$ cat config.mk
export PLATFORM = sky130hd
export DESIGN_NAME = inmp441_mic_i2s_receiver
export DESIGN_NICKNAME = d
export VERILOG_FILES = /design/src/audio_pkg.sv /design/src/inmp441_mic_i2s_receiver.sv
export VERILOG_INCLUDE_DIRS = /design/src
export SDC_FILE = /design/constraint.sdc
export NUM_CORES = 1
export LEC_CHECK = 0
export BUFFER_PORTS_ARGS = -buffer_cell sky130_fd_sc_hd__buf_2
export CAP_MARGIN = 25
export CELL_PAD_IN_SITES_DETAIL_PLACEMENT = 1
export CELL_PAD_IN_SITES_GLOBAL_PLACEMENT = 1
export CORE_ASPECT_RATIO = 1.2
export CORE_UTILIZATION = 31
export DETAILED_ROUTE_END_ITERATION = 12
export PLACE_DENSITY_LB_ADDON = 0.1
export SLEW_MARGIN = 20
export SYNTH_ARGS = -nofsm -noshare
export SYNTH_HDL_FRONTEND = slang
export SYNTH_SLANG_ARGS = --single-unit
$ cat constraint.sdc
create_clock -name clk -period 7.55 [get_ports clk]
set_clock_uncertainty 0.1 [all_clocks]
set_input_delay 0.755 -clock clk [delete_from_list [all_inputs] [get_ports clk]]
set_output_delay 0.755 -clock clk [all_outputs]
set_load 0.01 [all_outputs]
$ cat src/board_cfg.svh
`ifndef BOARD_CFG_SVH
`define BOARD_CFG_SVH

// --------------------
// Clocking

`define BOARD_CLK_MHZ  50                          // System clock in MHz
`define SLOW_CLK_DIV   (`BOARD_CLK_MHZ * 500000)   // Half period of slow_clk, 1 Hz on hardware
`define MIC_SCK_DIV    8                           // Half period of mic sck
`define DAC_BCLK_DIV   8                           // Half period of DAC bclk
`define TM_CLK_DIV     4                           // Half period of TM1638 sio_clk

// --------------------
// Board resources

`define TM_DIGITS      8                           // Digits on the TM1638 module
`define W_KEY          2                           // Onboard keys, active low
`define W_SW           4                           // Onboard switches
`define W_LED          8                           // Onboard LEDs

`endif

$ cat src/audio_pkg.sv
package audio_pkg;

    // --------------------
    // Sample formats

    typedef logic signed [23:0] mic_sample_t;   // INMP441 word, two's complement
    typedef logic signed [15:0] dac_sample_t;   // DAC word

    // --------------------
    // One beat toward the DAC

    typedef struct packed {
        dac_sample_t sample;
        logic        clip;                      // Set when doubling saturated
    } audio_beat_t;

endpackage

$ cat src/inmp441_mic_i2s_receiver.sv
`include "board_cfg.svh"

module inmp441_mic_i2s_receiver
(
    input  logic                   clk,
    input  logic                   rst,
    output logic                   lr,
    output logic                   ws,
    output logic                   sck,
    input  logic                   sd,
    output logic                   valid,
    input  logic                   ready,
    output audio_pkg::mic_sample_t value
);

    localparam int W_DIV = $clog2(`MIC_SCK_DIV + 1);

    logic [W_DIV - 1:0]     div_cnt;    // Cycles in the sck half period
    logic                   sck_edge;   // sck toggles at this edge
    logic                   sck_rise;
    logic [5:0]             bit_cnt;    // sck period within the frame
    logic                   in_word;    // Period carries a left data bit
    logic                   last_bit;   // 24th bit just shifted in
    audio_pkg::mic_sample_t shreg;

    assign lr       = 1'b0;                  // Mic set to left channel
    assign ws       = bit_cnt[5];            // Low in the left slot
    assign sck_edge = div_cnt == W_DIV'(`MIC_SCK_DIV - 1);
    assign sck_rise = sck_edge && !sck;
    assign in_word  = bit_cnt >= 6'd1 && bit_cnt <= 6'd24;   // One bit of I2S delay

    // --------------------
    // Clock and frame counters

    always_ff @(posedge clk or posedge rst)
    begin
        if (rst)
        begin
            div_cnt <= '0;
            sck     <= 1'b0;
            bit_cnt <= '0;
        end
        else if (sck_edge)
        begin
            div_cnt <= '0;
            sck     <= ~sck;
            if (sck)
                bit_cnt <= bit_cnt + 1'b1;   // ws moves on falling sck
        end
        else
        begin
            div_cnt <= div_cnt + 1'b1;
        end
    end

    // --------------------
    // Deserializer

    always_ff @(posedge clk)
    begin
        if (sck_rise && in_word)
            shreg <= {shreg[22:0], sd};      // MSB arrives first
        if (last_bit)
            value <= shreg;                  // Newest frame overwrites
    end

    always_ff @(posedge clk or posedge rst)
    begin
        if (rst)
        begin
            last_bit <= 1'b0;
            valid    <= 1'b0;
        end
        else
        begin
            last_bit <= sck_rise && bit_cnt == 6'd24;
            if (last_bit)
                valid <= 1'b1;
            else if (ready)
                valid <= 1'b0;               // Taken by the core
        end
    end

endmodule

---- After elaboration in Yosys (flattened, before gate mapping) ----
Index checks and enable logic that the tools add are counted.
storage, ports and cells
  memory bits (read-only) ................. 0
  output and inout port bits .............. 28
  memory bits (writable) .................. 0
  register bits ........................... 61
  memories ................................ 0
  bits in latches ......................... 0
operators by class
  bitwise gates (word level) .............. 1
  order comparisons ....................... 2
  multiply operators ...................... 0
  shift operators ......................... 0
  eq/ne operators ......................... 2
  add/subtract/negate cells ............... 2
  multiplexer cells ....................... 3
  reduce and logical (&&, ||, !) cells .... 7
  div/mod/pow operators ................... 0
operators by type and width
  operator               number
  $add A6 B1 Y6 const B  1
  $eq A6 B5 Y1 const B   1
  $ge A6 B1 Y1 const B   1
  $le A6 B5 Y1 const B   1
  $add A4 B1 Y4 const B  1
  $eq A4 B3 Y1 const B   1
  $logic_and A1 B1 Y1    4
  $mux W4                1
  $mux W1                2
  $reduce_and A2 Y1      1
  $reduce_bool A2 Y1     1
  $logic_not A1 Y1       1
  $not A1 Y1             1

---- Logic depth before layout (Yosys ltp) ----
  depth in word-level cells ............... 3
  depth in mapped cells ................... 5

---- Worst setup path before layout ----
No wires, ideal clock.
  path type ............................... reg2reg
  start ................................... reg div_cnt[0]
  end ..................................... reg shreg[0] (enable)
  required time ........................... 7.001 ns
  clock period less this slack ............ 3.570 ns
  slack ................................... 3.980 ns
  buffers on the path ..................... 0
  arrival time ............................ 3.021 ns
  setup time .............................. 0.449 ns
  cell stages (with the launch flop) ...... 5
  cell sequence ........................... dfrtp_1 -> ha_1 -> nand2_1 -> or4_1 -> a311oi_1
between the ends
  word-level cells in the longest chain between the ends .. 3
RTL lines
  element                 RTL line                        RTL
  from (decl)             inmp441_mic_i2s_receiver.sv:18  logic [W_DIV - 1:0] div_cnt;
  from (signal assigned)  inmp441_mic_i2s_receiver.sv:52  div_cnt <= div_cnt + 1'b1;
  $eq A4 B3 Y1            inmp441_mic_i2s_receiver.sv:28  assign sck_edge = div_cnt == W_DIV'(`MIC_SCK_DIV - 1);
  $logic_and A1 B1 Y1     inmp441_mic_i2s_receiver.sv:29  assign sck_rise = sck_edge && !sck;
  $logic_and A1 B1 Y1     inmp441_mic_i2s_receiver.sv:61  if (sck_rise && in_word)
  to (signal assigned)    inmp441_mic_i2s_receiver.sv:62  shreg <= {shreg[22:0], sd};
  to (decl)               inmp441_mic_i2s_receiver.sv:24  audio_pkg::mic_sample_t shreg;
No other way between the ends.
A chain may end at the register's enable or synchronous reset.

---- Worst setup path in the final report ----
  start ................................... reg div_cnt[0]
  end ..................................... reg shreg[13] (enable)
The elaborated chain is that of the path after synthesis.

==> reports/results.tsv <==
metric	value	unit
status	completed	
TNS Setup	0	ns
GRT Total Usage	10.7	%
Iteration-0 DRC Markers	95	
total number of vias	988	
Port Buffers	30	
Worst path max stage delay	0.61	ns
HP Start	shreg[23]	
cell family with most CP delay	compound AO/OA/AOI/OAI gates	
Psw	0.121	mW
share of post-route cells with drive strength above 1	29.8	%
CP required	7.49	ns
Die H	91.2	um
antenna cell count	0	
hold endpoint	value[23]	
Initial Utilization	32.1	%
vias in the first global route	1031	
Crit Path Class	reg -> reg	
Sw Share	20.3	%
Flop pwr share	60.1	%
CP arrival	2.41	ns
PD cells	238	nW/um^2
Worst R2R End	shreg[13]	
CTS tree	built	
endpoints failing setup	0	
worst hold path type	reg -> reg	
crit path launch	div_cnt[0]	
ANT nets after route	0	
Worst Setup End Kind	flip-flop	
Post-CTS Setup Bufs	0	
Peak VDD IR	0.0841	mV
die span in x	76.4	um
CTS Root Cell	clkbuf_8	
# hold bufs at CTS	0	
die area	6970	um^2
FP Rows	32	
ys async rst share	21.3	%
clock power share	39.4	%
EDFF count, synth	48	
yosys warns	0	
top cell type's share of synthesized area	70.1	%
Comb pwr share	0.4	%
GP Congestion	0.701	
R2R Setup Slk	5.08	ns
Design Area, Final	2500	um^2
Max Slew Vio Count	0	
Post-synth top cells	48 x edfxtp_1, 13 x dfrtp_1, 7 x inv_1	
routed vias/inst	4.19	
most common cell in the netlist	edfxtp_1	
Initial DRT Pass Iterations	4	
Seq/Total Area, Yosys	85.9	%
Synth Instances	105	
filler cell count	663	
synthesis-to-layout area growth	21.8	%
detailed placement HPWL	2.13	mm
Critical Path Start Type	flip-flop	
Netlist cell types	22	
reg2reg start	div_cnt[0]	
headroom to the max-slew limit	58.4	%
Final period util	32.8	%
global-route wire length before repair	5.31	mm
core area	6410	um^2
slowest stage cell on the critical path	a311oi_4	
CTS resizes	0	
dpl cell area	2330	um^2
Max Freq	404	MHz
CTS Sinks	61	
H-tree depth	3	
Clock Path Buffers	2	
post-synthesis cell area	2060	um^2
CP Depth	5	
min Tclk post-route	2.47	ns
WP buf/inv	1	
synthesized flop and latch total	61	
clock transition at the registers of the reported paths	0.07	ns
fin util	39.1	%
Final Hold Viols	0	
DRC	0	
worst slack at placement	5.03	ns
internal power	0.475	mW
Mean Syn Cell Area	19.6	um^2
top_reg_cell synth	edfxtp_1	
total congestion overflow	0	
WHS Path Cells	0	
syn_nets	114	
Total Nets Final	155	
leading area contributor after synthesis	edfxtp_1	
Cell Chain, Critical Path	ha_1 > nand2_1 > or4_1 > a311oi_4 > buf_6	
I/O pin count	32	
clk_lat worst skew	0.33	ns
number of CTS-inserted buffers	9	
cells on worst reg2reg path	5	
pin count of the biggest net entering global routing	26	
RSZ-0062 raised after global routing	false	
crit-path max FO	15	
Avg WL per Cell	13.3	um
Routed WL	3.14	mm
setup ws final	5.08	ns
initial antenna violation count	0	
Max Cap Viol	0	
synth top area cells	edfxtp_1 70%, dfrtp_1 16%, ha_1 3.0%, xor2_1 1.7%, inv_1 1.3%	
Tightest Pin Transition	0.625	ns
static power due to leakage	0.980	nW
-- layout by cell type, fill, tap and decap left out --
cell type	count
edfxtp_1	48
buf_2	30
dfrtp_1	13
clkbuf_8	9
inv_1	7
ha_1	5
nand2_1	4
xor2_1	4
nor2_1	3
xnor2_1	3
nand3_1	2
nor3_1	2
nor4_1	2
a21o_1	2
clkinv_1	2
clkinvlp_4	2
clkbuf_1	2
nand4b_1	1
and4b_1	1
nand4_1	1
or4_1	1
a21oi_1	1
a311oi_4	1
o21ai_0	1
conb_1	1
clkinv_2	1
buf_6	1
buf_8	1
-- how the worst max path moves through the flow --
stage | slack [ns] | endpoint
final | 5.08 | shreg[13]
after global routing | 4.88 | shreg[14]
after CTS | 5.04 | shreg[15]
after detailed placement | 5.03 | shreg[14]
after global placement | 4.84 | shreg[13]
after floorplan | 3.98 | shreg[0]
-- power by group through the flow --
| stage | logic, mW | clock network [mW] | registers [mW] |
|---|---|---|---|
| final | 0.00262 | 0.235 | 0.358 |
| after global routing | 0.00297 | 0.258 | 0.358 |
| after CTS | 0.00284 | 0.244 | 0.358 |
| after detailed placement | 0.00282 | 0 | 0.365 |
| after global placement | 0.00256 | 0 | 0.365 |
| after floorplan | 0.00176 | 0 | 0.365 |
-- state kept, by name (all words and copies together), names as in the netlist --
| register | count |
|---|---|
| shreg | 24 |
| value | 24 |
| bit_cnt | 6 |
| div_cnt | 4 |
| last_bit | 1 |
| sck | 1 |
| valid | 1 |
-- layout make-up --
cell class	instances	area, um^2	area share, %
inverter	7	26.3	1.05
multi-input combinational	35	270	10.8
timing repair buffer	32	176	7.04
tap	85	106	4.25
sequential	61	1770	70.5
clock buffer	11	131	5.24
clock inverter	5	27.5	1.10
-- metal layers --
metal | share of wire [%] | global-route usage, %
met1 | 41 | 11.5
met2 | 51 | 16.4
met3 | 4.3 | 3.82
met4 | 3.6 | 9.62
met5 | 0 | 0
-- cells by family (layout without fill, tap and decap cells) --
kind of cell	after synthesis	after routing	share of synthesized area [%]
AOI/OAI and AO/OA	5	5	1.64
xor gates and xnor gates	7	7	2.98
adders and majority gates	5	5	3.04
buffers and inverters	9	55	1.83
DFF	61	61	85.9
other	1	1	0.182
and+or+nand+nor	17	17	4.44
-- stage by stage --
step	hold slack [ns]	cells	power [mW]
after floorplan	0.300	105	0.367
after global placement	0.313	218	0.368
after detailed placement	0.325	219	0.368
after CTS	0.339	235	0.605
after global routing	0.337	236	0.619
final	0.331	236	0.596
No activity file was read; power rests on OpenSTA's default activity.
