File: src/board_cfg.svh
`ifndef BOARD_CFG_SVH
`define BOARD_CFG_SVH

// --------------------
// Clocking

`define BOARD_CLK_MHZ  50                          // System clock in MHz
`define SLOW_CLK_DIV   (`BOARD_CLK_MHZ * 500000)   // Half period of slow_clk, 1 Hz on hardware
`define MIC_SCK_DIV    8                           // Half period of mic sck
`define DAC_BCLK_DIV   8                           // Half period of DAC bclk
`define TM_CLK_DIV     4                           // Half period of TM1638 sio_clk

// --------------------
// Board resources

`define TM_DIGITS      8                           // Digits on the TM1638 module
`define W_KEY          2                           // Onboard keys, active low
`define W_SW           4                           // Onboard switches
`define W_LED          8                           // Onboard LEDs

`endif

File: src/audio_pkg.sv
package audio_pkg;

    // --------------------
    // Sample formats

    typedef logic signed [23:0] mic_sample_t;   // INMP441 word, two's complement
    typedef logic signed [15:0] dac_sample_t;   // DAC word

    // --------------------
    // One beat toward the DAC

    typedef struct packed {
        dac_sample_t sample;
        logic        clip;                      // Set when doubling saturated
    } audio_beat_t;

endpackage

File: src/i2s_audio_out.sv
`include "board_cfg.svh"

module i2s_audio_out
(
    input  logic                   clk,
    input  logic                   rst,
    input  logic                   beat_valid,
    output logic                   beat_ready,
    input  audio_pkg::audio_beat_t beat,
    output logic                   mclk,
    output logic                   bclk,
    output logic                   lrclk,
    output logic                   sdata
);

    localparam int W_DIV = $clog2(`DAC_BCLK_DIV + 1);

    logic [W_DIV - 1:0]     div_cnt;
    logic                   div_end;
    logic                   bclk_fall;   // bclk goes low at this edge
    logic [4:0]             bit_cnt;     // bclk period within the frame
    logic [4:0]             nxt_cnt;
    logic [3:0]             idx;         // Bit of word sent in the next period
    audio_pkg::dac_sample_t word;        // Sample of the current frame

    assign div_end    = div_cnt == W_DIV'(`DAC_BCLK_DIV - 1);
    assign bclk_fall  = div_end && bclk;
    assign nxt_cnt    = bit_cnt + 5'd1;
    assign idx        = 4'd0 - nxt_cnt[3:0];          // Period 1 gets bit 15
    assign lrclk      = bit_cnt[4];                   // Low in the left slot
    assign beat_ready = bclk_fall && bit_cnt == 5'd31;   // Frame start

    // --------------------
    // Clocks

    always_ff @(posedge clk or posedge rst)
    begin
        if (rst)
        begin
            mclk    <= 1'b0;
            div_cnt <= '0;
            bclk    <= 1'b0;
            bit_cnt <= '0;
        end
        else
        begin
            mclk <= ~mclk;                   // clk / 2
            if (div_end)
            begin
                div_cnt <= '0;
                bclk    <= ~bclk;
                if (bclk)
                    bit_cnt <= nxt_cnt;
            end
            else
            begin
                div_cnt <= div_cnt + 1'b1;
            end
        end
    end

    // --------------------
    // Sample load and serializer

    always_ff @(posedge clk or posedge rst)
    begin
        if (rst)
        begin
            word  <= '0;
            sdata <= 1'b0;
        end
        else
        begin
            if (beat_ready && beat_valid)
                word <= beat.sample;         // Else the old sample repeats
            if (bclk_fall)
                sdata <= word[idx];          // Period 0 carries the previous LSB
        end
    end

endmodule

File: config.mk
export PLATFORM = sky130hd
export DESIGN_NAME = i2s_audio_out
export DESIGN_NICKNAME = d
export VERILOG_FILES = /design/src/audio_pkg.sv /design/src/i2s_audio_out.sv
export VERILOG_INCLUDE_DIRS = /design/src
export SDC_FILE = /design/constraint.sdc
export NUM_CORES = 1
export LEC_CHECK = 0
export ABC_AREA = 1
export BUFFER_PORTS_ARGS = -buffer_cell sky130_fd_sc_hd__buf_2
export CORE_MARGIN = 5
export CORE_UTILIZATION = 50
export CTS_BUF_LIST = sky130_fd_sc_hd__clkbuf_4 sky130_fd_sc_hd__clkbuf_8 sky130_fd_sc_hd__clkbuf_16
export CTS_CLUSTER_DIAMETER = 30
export CTS_CLUSTER_SIZE = 24
export DETAILED_ROUTE_END_ITERATION = 12
export GPL_TIMING_DRIVEN = 0
export PLACE_DENSITY = 0.76
export SETUP_SLACK_MARGIN = 0.1
export SYNTH_ARGS = -nofsm -noshare
export SYNTH_HDL_FRONTEND = slang
export SYNTH_SLANG_ARGS = --single-unit
File: constraint.sdc
create_clock -name clk -period 4.6 [get_ports clk]
set_clock_uncertainty 0.1 [all_clocks]
set_input_delay 0.69 -clock clk [delete_from_list [all_inputs] [get_ports clk]]
set_output_delay 0.69 -clock clk [all_outputs]
set_load 0.02 [all_outputs]
### After elaboration in Yosys (flattened, before gate mapping)

Index checks and enable logic that the tools add are counted.

| cells by class | value |
|---|---|
| bitwise operators | 2 |
| reductions and logical operators | 4 |
| multiplexer cells | 3 |
| $lt $le $gt $ge | 1 |
| equality and inequality tests | 2 |
| add/sub/neg operators | 3 |

Operator list:

| cell | number |
|---|---|
| $add A5 B1 Y5 const B | 1 |
| $eq A5 B5 Y1 const B | 1 |
| $lt A4 B5 Y1 const B | 1 |
| $add A4 B1 Y4 const B | 1 |
| $bmux W1 S4 | 1 |
| $eq A4 B3 Y1 const B | 1 |
| $mux W4 | 1 |
| $sub A1 B4 Y4 const A | 1 |
| $logic_and A1 B1 Y1 | 3 |
| $not A1 Y1 | 2 |
| $reduce_and A2 Y1 | 1 |
| $mux W1 | 1 |

| storage, ports and cells | value |
|---|---|
| register bits after elaboration | 28 |
| word-level logic and storage cells | 21 |

### Longest topological paths before layout

| depth | value |
|---|---|
| depth after elaboration | 4 |
| gate-level depth with buffers | 10 |
| gate-level depth less buffers | 10 |

### Worst setup path before layout

Ideal clock, no wire load.

| timing path | value |
|---|---|
| path kind | reg2out |
| from | reg bit_cnt[1] |
| to | out beat_ready |
| arrival | 1.256 ns |
| required time | 3.810 ns |
| setup slack | 2.554 ns |
| stages on the path, launching flop included | 8 |
| buffers on the path | 1 |
| path through | dfrtp_1 ha_1 inv_1 nor3_1 ha_1 inv_1 nor2_8 buf_4 |

| between the ends | value |
|---|---|
| word-level cells in the longest chain between the ends | 2 |

Ends and longest elaborated chain:

| item | line | source |
|---|---|---|
| start: declaration | i2s_audio_out.sv:21 | `logic [4:0] bit_cnt;` |
| start signal: assignment | i2s_audio_out.sv:53 | `bit_cnt <= nxt_cnt;` |
| $eq A5 B5 Y1 | i2s_audio_out.sv:31 | `assign beat_ready = bclk_fall && bit_cnt == 5'd31;` |
| $logic_and A1 B1 Y1 | i2s_audio_out.sv:31 |  |
| end: declaration | i2s_audio_out.sv:8 | `output logic beat_ready,` |

Every way passes these cells.

### Final worst setup path

| timing path | value |
|---|---|
| from | reg bit_cnt[2] |
| to | out beat_ready |

The elaborated chain is that of the path after synthesis.

==> flow_summary_export.csv <==
group,metric,value,unit
sta,hold_viol_final,0,
sta,tightestPinTransition,1040,ps
clock_tree,hold_buffers,0,
worst_setup_path,critical_path_arrival,1960,ps
detailed_routing,drc_errors,0,
power_and_ir_drop,p_seq_share,64.5,%
die,die_h,63.4,microns
power_and_ir_drop,power.switching,0.0815,mW
worst_setup_path,cp-start-kind,"flip-flop",
power_and_ir_drop,comb_power_share,3.7,%
power_and_ir_drop,cellPowerDensity,237,mW/mm^2
placed_design,place.port_buffers,23,
sta,grt_setup_unrepaired,"no",
die,std_cell_rows,19,
die,ios,25,
clock_tree,post-cts-setup-buffers,0,
outcome,status,"complete, no violations",
power_and_ir_drop,p_int,0.300,mW
global_routing,grt_util_all_layers,15.2,%
logic_synthesis,synthDistinctLibCells,20,
logic_synthesis,synth_warnings,0,
die,core-area,0.00273,sq mm
worst_setup_path,path_delay_family,"buffers and inverters",
power_and_ir_drop,report.power.total,0.382,mW
global_routing,grt_pass1_vias,1232,
logic_synthesis,syn-instance-count,179,
detailed_routing,firstDrtPassIters,4,
die,die-area,0.00402,sq mm
global_routing,antenna_found_initial,0,
placed_design,gp_congestion,0.791,
power_and_ir_drop,leakage,0.959,nW
logic_synthesis,synth_top_cells_by_area,"dfrtp_1 (49%), nand2_1 (22%), nand3_1 (6.3%), inv_1 (3.7%), ha_1 (2.6%)",
worst_setup_path,path_common_cell,"inv_1",
logic_synthesis,synth-edff-count,0,
clock_tree,cts.clk_slew.worst_paths,150,ps
clock_tree,htreeDepth,1,
worst_setup_path,cpPeakStageDelay,490,ps
clock_tree,cts_made_buffers,3,
detailed_routing,drtIter0Drc,29,
sta,setup_slack,1850,ps
min_path,min_path_type,"flip-flop to flip-flop",
logic_synthesis,synth_ff_type,"dfrtp_1",
worst_setup_path,crit_type,"flip-flop to output port",
layout,fillCellCount,263,
job,drv_cap,0,
layout,multi_input_area,638,sq um
clock_tree,cts_repair_resize_count,0,
clock_tree,cts_sinks,28,
die,start_util,52.1,%
sta,max_clock_freq,364,MHz
global_routing,grt_first_pass_wirelength,4990,microns
placed_design,place_hpwl,2140,microns
worst_setup_path,crit_chain,"inv_1 > nor3_1 > ha_1 > inv_1 > nor2_8 > buf_4 > buf_2",
sta,relSlewSlack,30.3,%
logic_synthesis,synth_common_cells,"nand2_1 (82), dfrtp_1 (28), nand3_1 (18)",
layout,drive_gt1_share,20.9,%
detailed_routing,routed_wl,2770,microns
clock_tree,cts_root_buf,"clkbuf_4",
clock_tree,clkLatencyLatePin,330,ps
logic_synthesis,synth-seq-cells,28,
logic_synthesis,synth_top_area_cell,"dfrtp_1",
worst_setup_path,path_buf_inv,4,
layout,diodes,0,
sta,min_period,2750,ps
placed_design,dp_slack,2240,ps
logic_synthesis,synth_area,0.00142,sq mm
power_and_ir_drop,peakVddDrop,0.000194,V
detailed_routing,routedWlPerCell,11.7,microns
layout,area_growth,13.4,%
global_routing,overflow,0,
sta,setup_viol,0,
worst_setup_path,worstPathMaxFanout,10,
worst_setup_path,critPathCaptureType,"output port",
logic_synthesis,synthArstFlopShare,100,%
detailed_routing,vias,1198,
detailed_routing,drt-vias-per-instance,5.05,
logic_synthesis,yosysSeqAreaShare,49.2,%
logic_synthesis,synth.net_count,202,
sta,fin_crit_sh,59.7,%
layout,area.sequential,701,sq um
clock_tree,cts_tree,"yes",
global_routing,grt_max_degree,29,
clock_tree,cts_max_path_buffers,2,
logic_synthesis,netlist.area_leader.share,49.2,%
power_and_ir_drop,p_clk_share,31.8,%
worst_setup_path,slowest_stage,"dfrtp_1",
layout,final_net_count,230,
detailed_routing,final_antenna_net_count,0,
power_and_ir_drop,p_sw_share,21.3,%
die,die_w,63.4,microns
logic_synthesis,yosysMostFrequentCell,"nand2_1",
worst_setup_path,required,3810,ps
sta,finalSetupTns,0,ps
logic_synthesis,syn_avg_cell_area,7.95,sq um
sta,slew_viol_final,0,
==> power groups by stage <==
stage	combinational (mW)	sequential, mW	clock, mW
after floorplan	0.00481	0.251	0
after CTS	0.0146	0.246	0.125
after detailed placement	0.0146	0.251	0
final	0.0141	0.246	0.122
after global routing	0.0167	0.246	0.133
after global placement	0.0139	0.251	0
==> final cells by class <==
cell class / count / share of cell area (%)
inverters: 14 / 3.26
flip-flops and latches: 28 / 43.4
clock buffers: 4 / 2.25
repair buffers: 23 / 7.13
multi-input cells: 132 / 39.5
well taps: 31 / 2.40
plain buffers: 5 / 2.02
==> registers in the layout (all words and copies together) (netlist names) <==
| register | cells |
|---|---|
| div_cnt | 4 |
| bit_cnt | 5 |
| mclk | 1 |
| sdata | 1 |
| word | 16 |
| bclk | 1 |
==> per-layer routing <==
layer  vias to the layer above  track usage, %  routed length [microns]
met1                       544            17.9                     1220
met2                        31            26.8                     1360
met3                         7            2.84                      134
li1                        616               -                        -
met5                         -               0                        0
met4                         0            6.23                       55
==> per-stage QoR <==
stage / instances / cell area (sq um) / util [%] / hold slack (ps)
floorplan: 179 / 1420 / - / 332
global placement: 233 / 1580 / 57.7 / 299
detailed placement: 233 / 1580 / 57.7 / 307
CTS: 237 / 1610 / 59.0 / 327
global route: 237 / 1610 / 59.0 / 357
finish: 237 / 1610 / 59.0 / 319
==> cells in the final DEF, fill, tap and decap left out, drive strengths merged <==
| cell | synthesis | routed |
|---|---|---|
| nand2 | 83 | 83 |
| nor2 | 11 | 11 |
| xor2 | 2 | 2 |
| mux2 | 1 | 1 |
| a21oi | 4 | 4 |
| inv | 14 | 14 |
| dfrtp | 28 | 28 |
| nand3 | 18 | 18 |
| o21ai | 7 | 7 |
| nand4 | 2 | 2 |
| nor3 | 1 | 1 |
| ha | 3 | 3 |
| clkbuf | 1 | 5 |
| buf | 4 | 27 |
==> kinds of logic after synthesis <==
family                     count (synthesis)  share of synthesized area, %
DFF                                       28                          49.2
adders and majority gates                  3                          2.64
and+or+nand+nor                          115                          35.2
xor gates and xnor gates                   2                          1.23
muxes                                      1                         0.791
AOI/OAI and AO/OA                         11                          4.92
buffers and inverters                     19                          5.98
==> final timing paths <==
path | cells after the start | end | slack (ps) | startpoint
max in group asynchronous | 2 | word[10]$_DFFE_PP0P_ | 3290 | rst
setup / recovery | 7 | beat_ready | 1850 | bit_cnt[2]$_DFFE_PP0P_
hold reg to reg | 1 | mclk$_DFF_PP0_ | 320 | mclk$_DFF_PP0_
min in group asynchronous | 2 | word[5]$_DFFE_PP0P_ | 490 | rst
setup reg to reg | 9 | word[13]$_DFFE_PP0P_ | 2740 | bit_cnt[2]$_DFFE_PP0P_
hold / removal | 1 | mclk$_DFF_PP0_ | 320 | mclk$_DFF_PP0_
Power figures use the tool's default switching activity.
