===== src/board_cfg.svh =====
`ifndef BOARD_CFG_SVH
`define BOARD_CFG_SVH

// --------------------
// Clocking

`define BOARD_CLK_MHZ  50                          // System clock in MHz
`define SLOW_CLK_DIV   (`BOARD_CLK_MHZ * 500000)   // Half period of slow_clk, 1 Hz on hardware
`define MIC_SCK_DIV    8                           // Half period of mic sck
`define DAC_BCLK_DIV   8                           // Half period of DAC bclk
`define TM_CLK_DIV     4                           // Half period of TM1638 sio_clk

// --------------------
// Board resources

`define TM_DIGITS      8                           // Digits on the TM1638 module
`define W_KEY          2                           // Onboard keys, active low
`define W_SW           4                           // Onboard switches
`define W_LED          8                           // Onboard LEDs

`endif


===== src/slow_clk_gen.sv =====
`include "board_cfg.svh"

module slow_clk_gen
(
    input  logic clk,
    input  logic rst,
    output logic slow_clk
);

    localparam int W_CNT = $clog2(`SLOW_CLK_DIV + 1);

    logic [W_CNT - 1:0] cnt;   // Cycles in the current half period

    always_ff @(posedge clk or posedge rst)
    begin
        if (rst)
        begin
            cnt      <= '0;
            slow_clk <= 1'b0;
        end
        else if (cnt == W_CNT'(`SLOW_CLK_DIV - 1))
        begin
            cnt      <= '0;
            slow_clk <= ~slow_clk;          // Half period done
        end
        else
        begin
            cnt      <= cnt + 1'b1;
        end
    end

endmodule


===== config.mk =====
export PLATFORM = sky130hd
export DESIGN_NAME = slow_clk_gen
export DESIGN_NICKNAME = d
export VERILOG_FILES = /design/src/slow_clk_gen.sv
export VERILOG_INCLUDE_DIRS = /design/src
export SDC_FILE = /design/constraint.sdc
export NUM_CORES = 1
export LEC_CHECK = 0
export BUFFER_PORTS_ARGS = -buffer_cell sky130_fd_sc_hd__clkbuf_2
export CORE_MARGIN = 10
export CORE_UTILIZATION = 45
export CTS_CLUSTER_SIZE = 20
export DETAILED_ROUTE_END_ITERATION = 7
export HOLD_SLACK_MARGIN = 0.08
export MAX_ROUTING_LAYER = met4
export PLACE_DENSITY_LB_ADDON = 0.25
export SLEW_MARGIN = 40
export SYNTH_ARGS = -nofsm -noshare
export SYNTH_HDL_FRONTEND = slang
export SYNTH_SLANG_ARGS = --single-unit

===== constraint.sdc =====
create_clock -name clk -period 2.7 [get_ports clk]
set_clock_uncertainty 0.2 [all_clocks]
set_input_delay 0.405 -clock clk [delete_from_list [all_inputs] [get_ports clk]]
set_output_delay 0.405 -clock clk [all_outputs]
set_load 0.02 [all_outputs]

-- Word-level counts from Yosys, hierarchy flattened
Index checks and enable logic that the tools add are counted.
W data, S select, Z words.
- word-level logic and storage cells: 6
- output and inout port bits: 1
- register bits: 26
- input port bits: 2
- add/subtract/negate cells: 1
- equality and inequality tests: 1
- mux-type cells: 1
- bitwise logic cells: 1
- operator list (operator ; count):
    $add A25 B1 Y25 const B ; 1
    $eq A25 B25 Y1 const B ; 1
    $mux W25 ; 1
    $not A1 Y1 ; 1

-- Logic depth before layout (Yosys ltp)
Gate-level depths: netlist (run 1).
- depth in word-level cells: 2
- mapped depth: 7
- gate-level depth less buffers: 5

-- Worst setup path after synthesis (run 1)
Ideal clock, no wire load.
- kind: flip-flop to flip-flop
- start point: register cnt[0]
- end point: register cnt[11]
- path buffers: 2
- library setup time: 122 ps
- period minus slack after synthesis: 1915 ps
- path slack: 785 ps
- required time: 2378 ps
- stages on the path, launching flop included: 8
- arrival: 1593 ps
- path through: dfrtp_1 > ha_1 > and3_1 > buf_2 > nand2_1 > nor4_4 > buf_2 > nor2_1
- word-level cells in the longest chain between the ends: 2
- elaborated cells on any way between the ends: 3
- those cells by class: add/sub: 1; eq/ne: 1; mux: 1
- RTL lines (item ; RTL line ; text):
    start: declaration ; slow_clk_gen.sv:12 ; logic [W_CNT - 1:0] cnt;
    start signal: assignment ; slow_clk_gen.sv:28 ; cnt <= cnt + 1'b1;
    $add A25 B1 Y25 / $eq A25 B25 Y1 (equally long branches) ; slow_clk_gen.sv:28, slow_clk_gen.sv:21 ;
    $mux W25 (*) ; slow_clk_gen.sv:21 ; else if (cnt == W_CNT'(`SLOW_CLK_DIV - 1))
Every way passes the cells marked *; elsewhere a longest branch is shown, timed or not.
A chain may end at the register's enable or synchronous reset.

-- Final worst setup path (run 1)
- start point: register cnt[0]
- end point: register slow_clk
- word-level cells in the longest chain between the ends: 1
- RTL lines (item ; RTL line ; text):
    $eq A25 B25 Y1 ; slow_clk_gen.sv:21 ;
    end signal: assignment ; slow_clk_gen.sv:24 ; slow_clk <= ~slow_clk;
    end: declaration ; slow_clk_gen.sv:7 ; output logic slow_clk
No other way between the ends.

==> impl_metrics.yaml, run 1 <==
status:
  status: "complete, no violations"
setup_path:
  end_kind: "flip-flop"
  crit_type: "flip-flop to flip-flop"
  crit_path_max_fanout: 9
  crit_arrival_ns: 2.27
  critical-path-max-stage-delay_ns: 0.43
  required_ns: 2.76
  critPathSlowestCell: "nor4_4"
  cp_cell_sequence: "ha_1 -> and3_1 -> nand2_1 -> nor4_4 -> buf_4 -> xor2_1"
  start_kind: "flip-flop"
detailed_routing:
  postRouteWirelength_mm: 2.42
  drt-initial-drc-count: 95
  ant_nets: 0
  vias: 947
  drc_errors: 0
  viasPerCell: 5.77
  drt-pass1-iter-count: 5
  wire_per_inst_um: 14.8
floorplan:
  core_mm2: 0.00278
  rows: 19
  start_util_pct: 47.2
  die_w_um: 74.0
  io_pins: 3
  die_y_um: 74.0
  fp.dieArea_mm2: 0.00548
sta:
  worstMarginPinSlew_ns: 0.474
  layout_setup_ws_ns: 0.498
  slew_violations: 0
  period_needed_ns: 2.20
  rsz0062_at_grt: "false"
  period_share_pct: 81.6
  fmax_ghz: 0.454
  worst_slew_margin_rel_pct: 68.4
  fin_tns_setup_ns: 0
  hold_viol: 0
  finalSetupViolCount: 0
cells_and_area:
  synthToLayoutAreaGrowth_pct: 7.62
  drive_gt1_share_pct: 11.3
  fin_util_pct: 50.8
  nets: 137
  final_cells: 164
  diodes: 0
logic_synthesis:
  synth_warnings: 0
  netlist_instances: 128
  synthTopCellsByArea: "dfrtp_1 50%, xor2_1 5.3%, nand3_1 3.8%"
  syn-cell-area_mm2: 0.00131
  synth_seq_cells: 26
  ys_types: 32
  synth_nets: 131
  seq_area_frac_synth_pct: 49.5
  syn_avg_cell_area_um2: 10.3
  synth_top_cell_by_area: "dfrtp_1"
  yosys.area.top_type_share_pct: 49.5
grt:
  gr-total-overflow: 0
  antenna_found_initial: 0
  grt_pass1_vias: 969
  grtUsageTotal_pct: 10.4
  grt_start_max_net_pins: 16
  grt_pass1_wl_mm: 4.45
clock_network:
  numCtsBuffers: 3
  cts_tree: "done"
  insertion_delay_ns: 0.32
  cts_resized: 0
  clk_path_buf_depth: 2
  cts_htree_levels: 1
  cts.clk_slew.worst_paths_ns: 0.14
  cts_root_buffer: "clkbuf_4"
  cts.sinks: 26
placement:
  place_ws_ns: 0.516
  dp_hpwl_mm: 1.83
  gp_routability_congestion: 0.757
  placedCellCount: 159
  port_buffers: 2
pwr:
  total_leakage_power_nw: 0.621
  power.density_mw_per_mm2: 470
  total_power_mw: 0.664
  ir_worst_vdd_uv: 404
hold_path:
  hp-class: "flip-flop to flip-flop"
run:
  cap_violations: 0
==> metrics by stage <==
step	hold slack [ns]	area [um^2]
after floorplan	0.245	1310
after global placement	0.223	1350
after detailed placement	0.224	1350
after CTS	0.293	1410
after global routing	0.316	1410
final	0.291	1410
==> sequential cells by signal, indices dropped and copies added (netlist names) <==
signal    flops
slow_clk      1
cnt          25
==> synthesized netlist by cell type (all sizes together) <==
| master | count |
|---|---|
| a21oi | 9 |
| and2 | 1 |
| and3 | 2 |
| and4 | 4 |
| and4bb | 1 |
| buf | 4 |
| dfrtp | 26 |
| ha | 1 |
| inv | 6 |
| mux2i | 1 |
| nand2 | 9 |
| nand3 | 10 |
| nand4 | 5 |
| nor2 | 6 |
| nor2b | 1 |
| nor3 | 4 |
| nor4 | 2 |
| nor4b | 1 |
| o21a | 1 |
| o21ai | 6 |
| o31ai | 6 |
| or2 | 1 |
| or3 | 5 |
| or4 | 4 |
| xnor2 | 4 |
| xor2 | 8 |
==> path summary, 6_finish.rpt <==
kind / slack, ns / cells after the start / start / end
setup / recovery: 0.50 / 6 / cnt[0] / slow_clk
hold / removal: 0.29 / 1 / cnt[0] / cnt[0]
setup reg to reg: 0.50 / 6 / cnt[0] / slow_clk
min in group asynchronous: 0.40 / 3 / rst / cnt[20]
max in group asynchronous: 1.35 / 4 / rst / cnt[15]
hold reg to reg: 0.29 / 1 / cnt[0] / cnt[0]
==> report_power, final <==
part	internal (mW)	switching, mW
logic	0.00247	0.00747
registers	0.389	0
clock network	0.150	0.115
total	0.542	0.122
==> routing by layer <==
metal | track usage [%] | vias to the layer above | share of wire (%)
met2 | 16.5 | 22 | 47
met3 | 2.93 | 2 | 4.3
met5 | - | - | 0
met1 | 13.1 | 449 | 48
li1 | - | 474 | -
met4 | 1.86 | 0 | 0.83
==> repair_timing <==
action / CTS / global route
endpoints found under the hold margin: 12 / 0
hold buffers: 1 / 0
buffers inserted: 0 / 0
endpoints found under the setup margin: 0 / 0
==> kinds of logic after synthesis <==
logic type,Yosys count,synth area share (%)
xor gates and xnor gates,12,8.00
DFF,26,49.5
and+or+nand+nor,56,27.0
adders and majority gates,1,0.952
muxes,1,0.762
AOI/OAI and AO/OA,22,10.0
buffers and inverters,10,3.71
==> critical path, delay by kind of cell (launching register included) <==
family	cells	cell delay, ns
AND/OR/NAND/NOR	3	0.95
XOR/XNOR	1	0.15
flip-flops	1	0.41
adder cells (fa/ha/maj)	1	0.19
buffers and inverters	1	0.25
==> area by class of cell <==
type	instances	area (um^2)
clock inverter	1	30.0
timing repair buffer	5	35.0
clock buffer	3	22.5
inverter	6	22.5
multi-input combinational	92	614
sequential	26	651
tap	31	38.8
fill	250	1370
==> layout by cell type, fill, tap and decap left out, types with 2 or more instances in the layout <==
cell type,synthesis,layout
dfrtp_1,26,26
nand3_1,10,10
nand2_1,9,9
xor2_1,8,8
a21oi_1,8,8
o31ai_1,6,6
inv_1,6,6
nor2_1,6,6
o21ai_0,6,6
or3_1,5,5
nor3_1,4,4
nand4_1,4,4
xnor2_1,4,4
and4_1,3,3
or4_1,3,3
clkbuf_4,0,3
and3_1,2,2
clkbuf_2,0,2
buf_4,0,2
No activity file was read; power rests on OpenSTA's default activity.
==> run 2: changes to the inputs <==
- clock period: 2.7 -> 2.3 ns (I/O delays scaled with it)
==> impl_metrics.yaml, run 2 (synthesis results as in run 1) <==
hold_path:
  hp-class: "flip-flop to flip-flop"
  min_from: "slow_clk"
  min_path_cells: 1
  holdPathEnd: "slow_clk"
clock_network:
  numCtsBuffers: 3
  cts.sinks: 26
  cts_htree_levels: 1
  insertion_delay_ns: 0.32
  cts.clk_slew.worst_paths_ns: 0.13
  cts_tree: "done"
  cts_root_buffer: "clkbuf_4"
  clk_path_buf_depth: 2
  post_cts_buffers: 0
placement:
  port_buffers: 2
  place_ws_ns: 0.253
  gp_routability_congestion: 0.812
  dp_hpwl_mm: 1.79
  placedCellCount: 159
setup_path:
  r2r-start: "cnt[0]"
  rr_worst_depth: 6
  reg2reg_to: "slow_clk"
  crit_path_max_fanout: 14
  critical_path.top_delay_family: "simple AND/OR/NAND/NOR gates"
  critical-path-max-stage-delay_ns: 0.41
  crit_type: "flip-flop to flip-flop"
  cp_cell_sequence: "ha_1 -> and3_1 -> nand2_2 -> nor4_4 -> buf_4 -> xor2_1"
  path_buf_inv: 1
  start_kind: "flip-flop"
  crit_arrival_ns: 2.05
  crit_cells: 6
  end_kind: "flip-flop"
  required_ns: 2.36
  rrSetupSlack_ns: 0.30
  critPathSlowestCell: "dfrtp_1"
floorplan:
  core_mm2: 0.00278
  fp.dieArea_mm2: 0.00548
  die_w_um: 74.0
  io_pins: 3
  start_util_pct: 47.2
  rows: 19
  die_y_um: 74.0
grt:
  grtUsageTotal_pct: 10.4
  gr-total-overflow: 0
  grt_start_max_net_pins: 17
  antenna_found_initial: 0
  grt_pass1_vias: 979
  grt_pass1_wl_mm: 4.51
cells_and_area:
  final_cells: 164
  nets: 137
  seq_area_um2: 651
  multi_input_area_um2: 617
  diodes: 0
  largest_reg_flops: 25
  final_common_cell: "dfrtp_1"
  n_fill_cell: 262
  final_cell_mix: "26 x dfrtp_1, 10 x nand3_1, 8 x nand2_1, 8 x xor2_1, 8 x a21oi_1"
  fin_util_pct: 50.3
  largest_register: "cnt"
  synthToLayoutAreaGrowth_pct: 6.57
  top_regs: "cnt x25, slow_clk x1"
  drive_gt1_share_pct: 12.0
sta:
  fin_tns_setup_ns: 0
  period_share_pct: 86.8
  layout_setup_ws_ns: 0.305
  worstMarginPinSlew_ns: 0.596
  period_needed_ns: 2.00
  rsz0062_at_grt: "false"
  worst_slew_margin_rel_pct: 60.2
  fmax_ghz: 0.501
  hold_viol: 0
  finalSetupViolCount: 0
  slew_violations: 0
status:
  status: "complete, no violations"
detailed_routing:
  drt-pass1-iter-count: 4
  ant_nets: 0
  viasPerCell: 5.88
  drc_errors: 0
  vias: 964
  postRouteWirelength_mm: 2.44
  drt-initial-drc-count: 115
  wire_per_inst_um: 14.9
pwr:
  power.density_mw_per_mm2: 498
  total_leakage_power_nw: 0.614
  ir_worst_vdd_uv: 409
run:
  cap_violations: 0
==> run 2: worst max-delay path by stage <==
stage,startpoint,end,slack (ns)
after CTS,cnt[0],cnt[24],0.21
after detailed placement,cnt[0],cnt[24],0.25
after global placement,cnt[0],cnt[24],0.32
after global routing,cnt[0],slow_clk,0.11
after floorplan,cnt[0],cnt[11],0.39
final,cnt[0],slow_clk,0.30
==> run 2: worst register-to-register path, delay by kind of cell, from the launching register on <==
| kind | cells | cell delay [ns] |
|---|---|---|
| buffers and inverters | 1 | 0.24 |
| DFF | 1 | 0.41 |
| adders and majority gates | 1 | 0.19 |
| and+or+nand+nor | 3 | 0.74 |
| xor gates and xnor gates | 1 | 0.16 |
==> run 2: cell type report <==
class,instances,share of cell area [%]
multi-input cells,92,44.1
inverters,6,1.61
well taps,31,2.77
repair buffers,5,2.50
flip-flops and latches,26,46.5
clock buffers,4,2.59
==> run 2: per-layer routing <==
metal	track usage [%]	wire length, um
met5	-	0
met4	3.52	34
met3	3.32	82
met2	15.2	1090
met1	13.2	1230
==> run 2: what timing repair did <==
action / in CTS / in global routing
hold buffers: 1 / 0
gates resized for setup: 0 / 1
hold endpoints to repair: 15 / 0
setup endpoints to repair: 0 / 1
==> run 2: per-stage QoR <==
step	power, mW	instance area [um^2]	hold WS (ns)
floorplan	0.473	1310	0.185
global placement	0.477	1350	0.213
detailed placement	0.477	1350	0.224
CTS	0.714	1400	0.281
global route	0.732	1400	0.305
finish	0.697	1400	0.276
==> run 2: power breakdown <==
group	switching [mW]	internal, mW	total (mW)
Combinational	0.00920	0.00290	0.0121
Clock	0.131	0.0970	0.228
Sequential	0	0.457	0.457
